[src/rtl/pong_pkg.sv]
package pong_pkg;

   localparam int cnt_w = 4;
   localparam int seg_w = 8;   // Bits 0..6 are a..g, bit 7 is dp
   localparam int an_w  = 4;

   // Active low glyphs, upper and lower half of the digit
   localparam logic [seg_w-1:0] seg_up   = 8'b1101_1100;   // a, b, f
   localparam logic [seg_w-1:0] seg_down = 8'b1110_0011;   // c, d, e

   // Numerals 0..9, then hex letters with the dp lit
   localparam logic [seg_w-1:0] seg_digit [0:15] = '{
      8'b1100_0000, 8'b1111_1001, 8'b1010_0100, 8'b1011_0000,
      8'b1001_1001, 8'b1001_0010, 8'b1000_0010, 8'b1111_1000,
      8'b1000_0000, 8'b1001_0000, 8'b0000_1000, 8'b0000_0011,
      8'b0100_0110, 8'b0010_0001, 8'b0000_0110, 8'b0000_1110
   };

   localparam logic [1:0] pos_tens = 2'd3;
   localparam logic [1:0] pos_ones = 2'd2;   // Digits 1 and 0 carry the direction

endpackage
[src/rtl/pong_display_top.sv]
`timescale 1ns/1ns

module pong_display_top #(
   parameter int cnt_div  = 50_000_000,   // Half a second at 100 MHz
   parameter int ref_div  = 100_000,
   parameter int db_depth = 4
) (
   input  logic                       clk,
   input  logic                       rst_n,
   input  logic                       flip,
   input  logic                       enable,
   input  logic [pong_pkg::cnt_w-1:0] max,
   input  logic [pong_pkg::cnt_w-1:0] min,
   output logic [pong_pkg::seg_w-1:0] seg,
   output logic [pong_pkg::an_w-1:0]  an
);

   logic                       count_tick;
   logic                       ref_tick;
   logic                       flip_pulse;
   logic [pong_pkg::cnt_w-1:0] cnt;
   logic                       up;
   logic [pong_pkg::cnt_w-1:0] value;
   logic                       is_num;

   tick_gen #(.div(cnt_div)) u_count_tick (
      .clk   (clk),
      .rst_n (rst_n),
      .tick  (count_tick)
   );

   tick_gen #(.div(ref_div)) u_ref_tick (
      .clk   (clk),
      .rst_n (rst_n),
      .tick  (ref_tick)
   );

   button_cond #(.db_depth(db_depth)) u_button_cond (
      .clk      (clk),
      .rst_n    (rst_n),
      .ref_tick (ref_tick),
      .button   (flip),
      .press    (flip_pulse)
   );

   ping_pong_counter u_counter (
      .clk        (clk),
      .rst_n      (rst_n),
      .count_tick (count_tick),
      .enable     (enable),
      .flip_pulse (flip_pulse),
      .max        (max),
      .min        (min),
      .cnt        (cnt),
      .up         (up)
   );

   seg_scan u_seg_scan (
      .clk      (clk),
      .rst_n    (rst_n),
      .ref_tick (ref_tick),
      .cnt      (cnt),
      .up       (up),
      .value    (value),
      .is_num   (is_num),
      .an       (an)
   );

   seg_decode u_seg_decode (
      .value  (value),
      .is_num (is_num),
      .up     (up),
      .seg    (seg)
   );

endmodule

[src/rtl/seg_decode.sv]
`timescale 1ns/1ns

module seg_decode (
   input  logic [pong_pkg::cnt_w-1:0] value,
   input  logic                       is_num,
   input  logic                       up,
   output logic [pong_pkg::seg_w-1:0] seg
);

   logic [pong_pkg::seg_w-1:0] glyph;

   // Arrow glyph for the direction digits
   assign glyph = up ? pong_pkg::seg_up : pong_pkg::seg_down;

   always_comb begin
      if (is_num) begin
         seg = pong_pkg::seg_digit[value];
      end else begin
         seg = glyph;
      end
   end

endmodule

[src/rtl/seg_scan.sv]
`timescale 1ns/1ns

module seg_scan (
   input  logic                       clk,
   input  logic                       rst_n,
   input  logic                       ref_tick,
   input  logic [pong_pkg::cnt_w-1:0] cnt,
   input  logic                       up,
   output logic [pong_pkg::cnt_w-1:0] value,
   output logic                       is_num,
   output logic [pong_pkg::an_w-1:0]  an
);

   logic [1:0] idx;
   logic       two_digit;

   always_ff @(posedge clk) begin
      if (!rst_n) begin
         idx <= 2'd0;
      end else if (ref_tick) begin
         idx <= idx + 2'd1;   // Wraps after digit 3
      end
   end

   // One-cold digit select
   assign an = ~(pong_pkg::an_w'(1) << idx);

   assign two_digit = (cnt >= 4'd10);

   always_comb begin
      if (idx == pong_pkg::pos_tens) begin
         is_num = 1'b1;
         value  = two_digit ? 4'd1 : 4'd0;
      end else if (idx == pong_pkg::pos_ones) begin
         is_num = 1'b1;
         value  = two_digit ? cnt - 4'd10 : cnt;
      end else begin
         // Direction digits
         is_num = 1'b0;
         value  = {{(pong_pkg::cnt_w-1){1'b0}}, up};
      end
   end

endmodule

[src/rtl/ping_pong_counter.sv]
`timescale 1ns/1ns

module ping_pong_counter (
   input  logic                       clk,
   input  logic                       rst_n,
   input  logic                       count_tick,
   input  logic                       enable,
   input  logic                       flip_pulse,
   input  logic [pong_pkg::cnt_w-1:0] max,
   input  logic [pong_pkg::cnt_w-1:0] min,
   output logic [pong_pkg::cnt_w-1:0] cnt,
   output logic                       up
);

   logic pending;
   logic flip_req;
   logic up_flipped;
   logic can_step;
   logic step_up;

   // A press landing on the tick cycle itself still counts
   assign flip_req   = pending | flip_pulse;
   assign up_flipped = flip_req ? ~up : up;

   assign can_step = enable && (max > min) && (cnt >= min) && (cnt <= max);

   // Bounds override the requested direction
   always_comb begin
      if (cnt == min) begin
         step_up = 1'b1;
      end else if (cnt == max) begin
         step_up = 1'b0;
      end else begin
         step_up = up_flipped;
      end
   end

   // Holds a press until the next count step
   always_ff @(posedge clk) begin
      if (!rst_n) begin
         pending <= 1'b0;
      end else if (count_tick) begin
         pending <= 1'b0;
      end else if (flip_pulse) begin
         pending <= 1'b1;
      end
   end

   always_ff @(posedge clk) begin
      if (!rst_n) begin
         cnt <= min;
         up  <= 1'b1;
      end else if (count_tick) begin
         if (can_step) begin
            up  <= step_up;
            cnt <= step_up ? cnt + 1'b1 : cnt - 1'b1;
         end else begin
            up <= up_flipped;   // Flip still applies while frozen
         end
      end
   end

endmodule

[src/rtl/button_cond.sv]
`timescale 1ns/1ns

module button_cond #(
   parameter int db_depth = 4
) (
   input  logic clk,
   input  logic rst_n,
   input  logic ref_tick,
   input  logic button,
   output logic press
);

   logic [db_depth-1:0] samples;
   logic                debounced;
   logic                debounced_d;

   // Sample the raw level only at the refresh rate
   always_ff @(posedge clk) begin
      if (!rst_n) begin
         samples <= '0;
      end else if (ref_tick) begin
         samples <= {samples[db_depth-2:0], button};
      end
   end

   assign debounced = &samples;   // Stable high for db_depth samples

   // Rising edge of the clean level
   always_ff @(posedge clk) begin
      if (!rst_n) begin
         debounced_d <= 1'b0;
         press       <= 1'b0;
      end else begin
         debounced_d <= debounced;
         press       <= debounced & ~debounced_d;
      end
   end

endmodule

[src/rtl/tick_gen.sv]
`timescale 1ns/1ns

module tick_gen #(
   parameter int div = 4
) (
   input  logic clk,
   input  logic rst_n,
   output logic tick
);

   localparam int cw = (div > 1) ? $clog2(div) : 1;

   logic [cw-1:0] cnt;

   // Down counter, strobe registered on the reload
   always_ff @(posedge clk) begin
      if (!rst_n) begin
         cnt  <= cw'(div - 1);
         tick <= 1'b0;
      end else if (cnt == '0) begin
         cnt  <= cw'(div - 1);
         tick <= 1'b1;
      end else begin
         cnt  <= cnt - 1'b1;
         tick <= 1'b0;
      end
   end

endmodule

[config.mk]
export PLATFORM = sky130hd
export DESIGN_NAME = pong_display_top
export DESIGN_NICKNAME = d
export VERILOG_FILES = /design/src/rtl/pong_pkg.sv /design/src/rtl/pong_display_top.sv /design/src/rtl/seg_decode.sv /design/src/rtl/seg_scan.sv /design/src/rtl/ping_pong_counter.sv /design/src/rtl/button_cond.sv /design/src/rtl/tick_gen.sv
export SDC_FILE = /design/constraint.sdc
export NUM_CORES = 1
export LEC_CHECK = 0
export CAP_MARGIN = 20
export CORE_ASPECT_RATIO = 0.9
export CORE_MARGIN = 4
export CORE_UTILIZATION = 65
export DETAILED_ROUTE_END_ITERATION = 8
export DONT_BUFFER_PORTS = 1
export PLACE_DENSITY = 0.81
export SYNTH_ARGS = -nofsm -noshare
export SYNTH_HDL_FRONTEND = slang
export SYNTH_HIERARCHICAL = 1
export SYNTH_SLANG_ARGS = --single-unit
[constraint.sdc]
create_clock -name clk -period 3.87 [get_ports clk]
set_clock_uncertainty 0.2 [all_clocks]
set_input_delay 0.1935 -clock clk [delete_from_list [all_inputs] [get_ports clk]]
set_output_delay 0.1935 -clock clk [all_outputs]
set_load 0.05 [all_outputs]
==> impl_results.rst, run 1 <==
.. list-table::
   :header-rows: 1

   * - Metric
     - Value
   * - Cell at the root of the clock tree
     - sky130_fd_sc_hd__clkbuf_8
   * - Area delta synth->final
     - 9.280%
   * - Post-Synthesis Mean Instance Area
     - between 9 and 10 um^2
   * - Worst endpoint required time
     - between 3000 and 4000 ps
   * - Routed WL per cell
     - 14.11 um
   * - Share of final-layout standard cells stronger than drive strength 1
     - 0.1198
   * - Flops & latches, synth
     - 59
   * - Mapped Area
     - 3546 um^2
   * - Nets
     - around 440
   * - Buffers from clock root to sink, at most
     - 2
   * - Final hold viol count
     - 0
   * - Launching element type of the critical path
     - flop
   * - Fmax
     - 304.2 MHz
   * - TritonCTS clock tree
     - done
   * - Pins over their slew limit
     - 0
   * - Max-Cap Viols
     - 0
   * - Antenna-violating nets left
     - 0
   * - Number of setup buffers added after CTS
     - 0
   * - Syn_nets
     - 429
   * - Number of primary I/O pins
     - 24
   * - Depth of the worst register-to-register path
     - 9
   * - Most common flop cell mapped by yosys
     - sky130_fd_sc_hd__dfxtp_1
   * - Full die area
     - 6703 um^2
   * - Routability Congestion
     - between 0.8 and 0.9
   * - Maximum number of pins on one net before global-route repair
     - 32
   * - Number of diodes
     - 0
   * - Worst slew pin tran
     - a little over 1000 ps
   * - Critical path depth
     - 10
   * - Status
     - complete, no violations
   * - Number of library cell types mapped by synthesis
     - 67
   * - Final critical path time including I/O delays and setup
     - 3287 ps
   * - Data arrival at the endpoint of the critical path
     - just under 3000 ps
   * - TritonCTS Sinks
     - 59
   * - End-of-flow core utilization
     - 0.7374
   * - DRC violation count after routing
     - 0
   * - Aggregate routed wire length
     - approximately 6700 um
   * - RR Endpoint
     - u_counter/cnt[2]$_DFFE_PP_
   * - Initial Util
     - 0.6748
   * - Filler cell count in the final layout
     - approximately 400
   * - Capturing element of the worst setup path
     - seg[3]
   * - Mean number of vias per cell
     - ~6
   * - Synth Instances
     - 390
   * - Worst setup path category
     - reg2out
   * - Standard cell with the maximum stage delay on the critical path
     - sky130_fd_sc_hd__o22ai_1
   * - Category of the worst setup path capture point
     - primary output
   * - RSZ-0062 raised after global routing
     - no
   * - Detailed Routing Iterations Pass 1
     - 4
   * - Number of design-rule violations left by the first detailed-router iteration
     - 140
   * - Register-to-register setup slack
     - 1030 ps
   * - CTS clk-pin slew, worst paths
     - 60 ps
   * - TNS Setup
     - 0 ps
   * - Combined area of the multi-input logic cells
     - between 2000 and 2500 um^2
   * - Core area
     - around 5300 um^2
   * - Number of buffers created by CTS
     - 9
   * - Count of flip-flops with a built-in enable after synthesis
     - 4
   * - Total congestion overflow after global routing
     - 0
   * - Floorplan row count
     - 25
   * - Count of H-tree levels built during CTS
     - 3
   * - Launch point of the worst path
     - u_seg_scan/idx[0]$_SDFFE_PN0P_
   * - Sequential area share after synthesis
     - 0.3444
   * - Storage element area
     - 1221 um^2
   * - Global-route wire length before repair
     - ~12000 um
   * - WP buf/inv
     - 3
   * - Overall Global Routing Usage
     - 0.2179
   * - Vias in the first global route
     - approximately 2700
   * - Final critical-path share of the clock period
     - 0.8494
   * - Worst flop-to-flop path startpoint
     - u_counter/cnt[3]$_DFFE_PP_
   * - IO Port Bufs
     - 0
   * - Delay-heaviest family, CP
     - compound AO/OA/AOI/OAI gates
   * - Die extent in x
     - 85.86 um
   * - Number of vias in the routed layout
     - about 2800
   * - Top fanout value on the critical path
     - 7
   * - Maximum cell stage delay along the critical path
     - around 500 ps
   * - Final Setup Violations
     - 0
   * - Sequence of cells on the critical path
     - inv_1 > ha_1 > mux2i_1 > o22ai_1 > inv_1 > ha_1 > mux2_2 > a31oi_1 > o21ai_1 > buf_4
   * - Height of the die
     - 78.07 um
   * - Half-perimeter wire length of the detailed placement result
     - between 4000 and 5000 um
   * - Clock latency of the later-clocked register in the worst-skew pair
     - between 300 and 400 ps
   * - Leak Pwr
     - 0.001482 uW
   * - Ratio of total power to cell area
     - approximately 330 nW/um^2
   * - Async set-reset flop share out of synthesis
     - 0
   * - Worst max-slew margin expressed relative to the limit
     - 0.3088
   * - Initial antenna violation count
     - 0
   * - Worst IR Drop VDD
     - roughly 0.27 mV
   * - Worst min-delay path class
     - in2reg
   * - Number of warnings printed during yosys synthesis
     - 6
-- cell families (layout without fill, tap and decap cells) --
kind of cell / count (synthesis) / after routing / share of synthesized area
simple gates: 155 / 155 / 0.2488
xor+xnor: 26 / 26 / 0.06634
compound gates: 67 / 67 / 0.1426
mux: 16 / 16 / 0.04799
buf+inv: 40 / 59 / 0.05469
flops: 59 / 59 / 0.3444
fa+ha+maj: 27 / 27 / 0.09527
-- final cells by class --
cell class,instances,area share
Inverter,28,0.02712
Clock inverter,5,0.01324
Multi-Input combinational cell,291,0.5518
Sequential cell,59,0.3151
Clock buffer,11,0.03649
Tap cell,67,0.02163
Timing Repair Buffer,15,0.03455
-- cells in the mapped netlist, types with 6 or more instances --
| library cell | count | area, um^2 |
|---|---|---|
| sky130_fd_sc_hd__a21oi_1 | 13 | 65.06 |
| sky130_fd_sc_hd__dfxtp_1 | 55 | 1101 |
| sky130_fd_sc_hd__ha_1 | 27 | 337.8 |
| sky130_fd_sc_hd__inv_1 | 28 | 105.1 |
| sky130_fd_sc_hd__mux2i_1 | 11 | 110.1 |
| sky130_fd_sc_hd__nand2_1 | 34 | 127.6 |
| sky130_fd_sc_hd__nand2b_1 | 7 | 43.79 |
| sky130_fd_sc_hd__nand3_1 | 19 | 95.09 |
| sky130_fd_sc_hd__nand4_1 | 7 | 43.79 |
| sky130_fd_sc_hd__nor2_1 | 34 | 127.6 |
| sky130_fd_sc_hd__nor2b_1 | 8 | 50.05 |
| sky130_fd_sc_hd__o21ai_0 | 9 | 45.04 |
| sky130_fd_sc_hd__o31ai_1 | 6 | 45.04 |
| sky130_fd_sc_hd__or3_1 | 6 | 37.54 |
| sky130_fd_sc_hd__xnor2_1 | 7 | 61.31 |
| sky130_fd_sc_hd__xor2_1 | 18 | 157.7 |
-- per-layer routing --
metal / up-vias / part of all wire / GRT usage / wire [um]
met1: 1331 / 0.48 / 0.2802 / 3247
met2: 47 / 0.47 / 0.3540 / 3187
met4: 0 / 0.013 / 0.07911 / 90
met5: - / 0 / 0 / 0
met3: 7 / 0.028 / 0.05456 / 191
li1: 1439 / - / - / -
-- cells in the final DEF (no fill, tap or decap), types with 8 or more instances in the layout --
| cell type | count |
|---|---|
| sky130_fd_sc_hd__o21ai_0 | 9 |
| sky130_fd_sc_hd__ha_1 | 27 |
| sky130_fd_sc_hd__mux2i_1 | 11 |
| sky130_fd_sc_hd__nor2b_1 | 8 |
| sky130_fd_sc_hd__clkbuf_8 | 10 |
| sky130_fd_sc_hd__nand3_1 | 19 |
| sky130_fd_sc_hd__dfxtp_1 | 55 |
| sky130_fd_sc_hd__xor2_1 | 18 |
| sky130_fd_sc_hd__nand2_1 | 34 |
| sky130_fd_sc_hd__a21oi_1 | 13 |
| sky130_fd_sc_hd__nor2_1 | 34 |
| sky130_fd_sc_hd__inv_1 | 28 |
-- state kept, by name, summed over array words and instances, names as in the netlist --
signal,count
u_button_cond/debounced_d,1
u_counter/cnt,4
u_counter/up,1
u_ref_tick/cnt,17
u_button_cond/samples,4
u_button_cond/press,1
u_count_tick/tick,1
u_counter/pending,1
u_count_tick/cnt,26
u_seg_scan/idx,2
u_ref_tick/tick,1
-- per-stage QoR --
stage	cells	total power (uW)	setup WS [ps]	hold WS (ps)	area [um^2]
5_1_grt	476	1351	370.4	129.3	3875
6_report	476	1294	582.6	99.51	3875
4_1_cts	474	1301	606.1	2.774	3854
3_5_place_dp	452	753.7	980.8	80.05	3601
2_1_floorplan	390	736.0	922.3	105.7	3546
3_3_place_gp	452	746.4	1049	75.54	3601
-- power breakdown --
group	internal, uW	total, uW	leakage, uW	switching (uW)
clock	312	541	0.000103	229
combinational	49.7	106	0.000894	56.5
sequential	627	646	0.000485	19.1
total	989	1290	0.00148	305
-- worst min path at each step --
stage | to | depth (start not counted) | startpoint
2_1_floorplan | u_ref_tick/tick$_SDFF_PN0_ | 2 | rst_n
3_3_place_gp | u_count_tick/cnt[20]$_SDFF_PP1_ | 1 | rst_n
3_5_place_dp | u_count_tick/cnt[20]$_SDFF_PP1_ | 1 | rst_n
4_1_cts | u_counter/cnt[2]$_DFFE_PP_ | 1 | rst_n
5_1_grt | u_count_tick/cnt[14]$_SDFF_PP1_ | 2 | rst_n
6_report | u_count_tick/cnt[2]$_SDFF_PP1_ | 2 | rst_n
-- timing repair --
action	in CTS	in global routing
hold buffers	6	1
resized for setup	0	0
hold endpoints to repair	45	4
Power figures use the tool's default switching activity.
==> inputs of run 2 (changes only) <==
Settings changed: CORE_UTILIZATION 65 to 64, PLACE_DENSITY 0.81 to 0.8.
Clock period 3.87 ns to 3.34 ns, I/O delays scaled along.
==> impl_results.rst, run 2 (same netlist as run 1, synthesis figures left out) <==
.. list-table::
   :header-rows: 1

   * - Metric
     - Value
   * - Status
     - complete, no violations (unchanged)
   * - Launch point of the worst path
     - u_counter/cnt[1]$_DFFE_PP_ (was u_seg_scan/idx[0]$_SDFFE_PN0P_)
   * - TritonCTS clock tree
     - done (unchanged)
   * - Library cell appearing most often on the critical path
     - sky130_fd_sc_hd__buf_4
   * - Fmax
     - around 320 MHz
   * - Grt peak-use layer
     - met2 (unchanged)
   * - Final hold viol count
     - 0 (unchanged)
   * - Most used cells in the layout excluding fill and tap cells
     - sky130_fd_sc_hd__dfxtp_1 (55), sky130_fd_sc_hd__nand2_1 (34), sky130_fd_sc_hd__nor2_1 (34) (unchanged)
   * - TNS Setup
     - 0 ps (unchanged)
   * - Number of vias in the routed layout
     - 2807 (was 2824)
   * - Number of buffers created by CTS
     - 9 (unchanged)
   * - Maximum number of pins on one net before global-route repair
     - 33 (was 32)
   * - Filler cell count in the final layout
     - 395 (was 401)
   * - Hold Path Origin
     - rst_n (unchanged)
   * - Area delta synth->final
     - 9.280% (unchanged)
   * - Worst slew pin tran
     - 959.7 ps (was 1032 ps)
   * - Met3 usage in global routing
     - 0.05142 (was 0.05456)
   * - Height of the die
     - 78.62 um (was 78.07 um)
   * - Category of the worst setup path capture point
     - primary output (unchanged)
   * - Cell at the root of the clock tree
     - sky130_fd_sc_hd__clkbuf_8 (unchanged)
   * - Share of final-layout standard cells stronger than drive strength 1
     - 0.1244 (was 0.1198)
   * - Initial Util
     - 0.6668 (was 0.6748)
   * - Detailed Routing Iterations Pass 1
     - 6 (was 4)
   * - Routed WL per cell
     - 14.28 um (was 14.11 um)
   * - Setup WS post-layout
     - 242.3 ps (was 582.6 ps)
   * - Routability Congestion
     - 0.8424 (was 0.8301)
   * - Die extent in x
     - 86.46 um (was 85.86 um)
   * - End-of-flow core utilization
     - 0.7287 (was 0.7374)
   * - Buffers from clock root to sink, at most
     - 2 (unchanged)
   * - Final critical-path share of the clock period
     - 0.9274
   * - Register-to-register setup slack
     - 480 ps (was 1030 ps)
   * - Post-route design area
     - 3875 um^2 (unchanged)
   * - Core area
     - 5318 um^2 (was 5255 um^2)
   * - Aggregate routed wire length
     - 6813 um (was 6717 um)
   * - DRC violation count after routing
     - 0 (unchanged)
   * - Number of diodes
     - 0 (unchanged)
   * - Max-Cap Viols
     - 0 (unchanged)
   * - Count of H-tree levels built during CTS
     - 3 (unchanged)
   * - Worst max-slew margin expressed relative to the limit
     - 0.3592 (was 0.3088)
   * - Most common cell after layout, fill and taps aside
     - sky130_fd_sc_hd__dfxtp_1 (unchanged)
   * - Worst min-delay path class
     - in2reg (unchanged)
   * - Full die area
     - 6797 um^2 (was 6703 um^2)
   * - Data arrival at the endpoint of the critical path
     - 2730 ps (was 2890 ps)
   * - Worst slack at placement
     - 454.4 ps (was 980.8 ps)
   * - Worst endpoint required time
     - 2970 ps (was 3480 ps)
   * - Number of setup buffers added after CTS
     - 0 (unchanged)
   * - Top fanout value on the critical path
     - 10 (was 7)
   * - Vias in the first global route
     - 2739 (was 2682)
   * - Sequence of cells on the critical path
     - inv_1 > ha_1 > a211oi_2 > buf_4 > nand2b_1 > o221a_2 > nor2_1 > buf_4 (was inv_1 > ha_1 > mux2i_1 > o22ai_1 > inv_1 > ha_1 > mux2_2 > a31oi_1 > o21ai_1 > buf_4)
   * - Worst IR Drop VDD
     - 0.2594 mV (was 0.2679 mV)
   * - Grt met2 use
     - 0.3700 (was 0.3540)
   * - Max FFs per register
     - 26 (unchanged)
   * - Worst setup path category
     - reg2out (unchanged)
   * - Global-route wire length before repair
     - 11870 um (was 11890 um)
   * - Ratio of total power to cell area
     - 361.5 nW/um^2 (was 333.9 nW/um^2)
   * - Launching element type of the critical path
     - flop (unchanged)
   * - Antenna-violating nets left
     - 0 (unchanged)
   * - Overall Global Routing Usage
     - 0.2181 (was 0.2179)
   * - Maximum cell stage delay along the critical path
     - 620 ps (was 500 ps)
   * - Register containing the most flip-flops in the final layout
     - u_count_tick/cnt (unchanged)
   * - Number of primary I/O pins
     - 24 (unchanged)
   * - Final Setup Violations
     - 0 (unchanged)
   * - Registers with the highest flip-flop counts
     - u_count_tick/cnt (26), u_ref_tick/cnt (17) (unchanged)
   * - Tot Pwr
     - 1401 uW (was 1294 uW)
   * - Mean number of vias per cell
     - 5.885 (was 5.933)
   * - CTS clk-pin slew, worst paths
     - 60 ps (about the same)
   * - Pins over their slew limit
     - 0 (unchanged)
   * - Number of design-rule violations left by the first detailed-router iteration
     - 159 (was 140)
   * - TritonCTS Sinks
     - 59 (unchanged)
   * - Clock latency of the later-clocked register in the worst-skew pair
     - 330 ps (about the same)
   * - Leak Pwr
     - 0.001479 uW (was 0.001482 uW)
   * - Placed Area
     - 3623 um^2 (was 3601 um^2)
   * - Met1 Usage GRT
     - 0.2595 (was 0.2802)
   * - IO Port Bufs
     - 0 (unchanged)
   * - Final critical path time including I/O delays and setup
     - just over 3000 ps
   * - Standard cell with the maximum stage delay on the critical path
     - sky130_fd_sc_hd__a211oi_2 (was sky130_fd_sc_hd__o22ai_1)
   * - Floorplan row count
     - 25 (unchanged)
   * - Nets
     - 445 (was 443)
   * - Worst flop-to-flop path startpoint
     - u_counter/cnt[3]$_DFFE_PP_ (unchanged)
   * - Total congestion overflow after global routing
     - 0 (unchanged)
   * - RSZ-0062 raised after global routing
     - no (unchanged)
   * - Initial antenna violation count
     - 0 (unchanged)
   * - Half-perimeter wire length of the detailed placement result
     - 4889 um (was 4699 um)
==> run 2: changes by cell type in the layout (fill, tap and decap cells not counted) <==
cell	delta
sky130_fd_sc_hd__inv_4	-1
sky130_fd_sc_hd__a21oi_2	+1
sky130_fd_sc_hd__dlygate4sd3_1	-1
sky130_fd_sc_hd__buf_6	-1
sky130_fd_sc_hd__bufinv_16	-1
sky130_fd_sc_hd__a21oi_1	-1
sky130_fd_sc_hd__buf_16	+1
sky130_fd_sc_hd__buf_4	+3
sky130_fd_sc_hd__clkbuf_1	+1
==> run 2: cell type report <==
cell class	instances	area, um^2	share of cell area
clock buffers	12	145.1	0.03746
well taps	67	83.83	0.02163
clock inverters	3	15.01	0.003875
flip-flops and latches	59	1221	0.3151
inverters	28	105.1	0.02712
multi-input cells	291	2142	0.5528
repair buffers	17	162.7	0.04198
==> run 2: critical path: cells and delay by family, from the launching register on <==
| family | cells | cell delay [ps] |
|---|---|---|
| AO/OA/AOI/OAI | 2 | 880 |
| adder cells (fa/ha/maj) | 1 | 310 |
| AND/OR/NAND/NOR | 2 | 140 |
| buffers and inverters | 3 | 550 |
| flip-flops | 1 | 520 |
==> run 2: timing repair <==
action                     4_1_cts  5_1_grt
hold buffers                     6        0
setup endpoints to repair        0        2
hold endpoints to repair        49        0
resized for setup                0        1
==> run 2: path summary, 6_finish.rpt <==
path,endpoint,cells past startpoint
worst max-delay path,seg[4],8
worst min-delay path,u_count_tick/cnt[2]$_SDFF_PP1_,2
worst max register to register,u_counter/cnt[2]$_DFFE_PP_,9
worst min register to register,u_button_cond/press$_SDFF_PN0_,1
==> run 2: through the flow <==
stage                     hold slack (ps)  std cells
final                               64.94        477
after global routing                84.27        477
after CTS                           52.34        476
after detailed placement            58.17        455
after global placement              45.80        455
after floorplan                     79.22        390
==> run 2: routing by layer <==
metal | share of wire | up-vias
li1 | - | 1439
met1 | 0.45 | 1279
met2 | 0.48 | 77
met3 | 0.047 | 12
met4 | 0.019 | 0
met5 | 0 | -
==> run 2: power breakdown <==
group          internal, uW  leakage (uW)  total [uW]  switching (uW)
Clock                   281     0.0000860         526             244
Sequential              727      0.000485         749            21.5
Combinational          59.2      0.000909         127            67.3
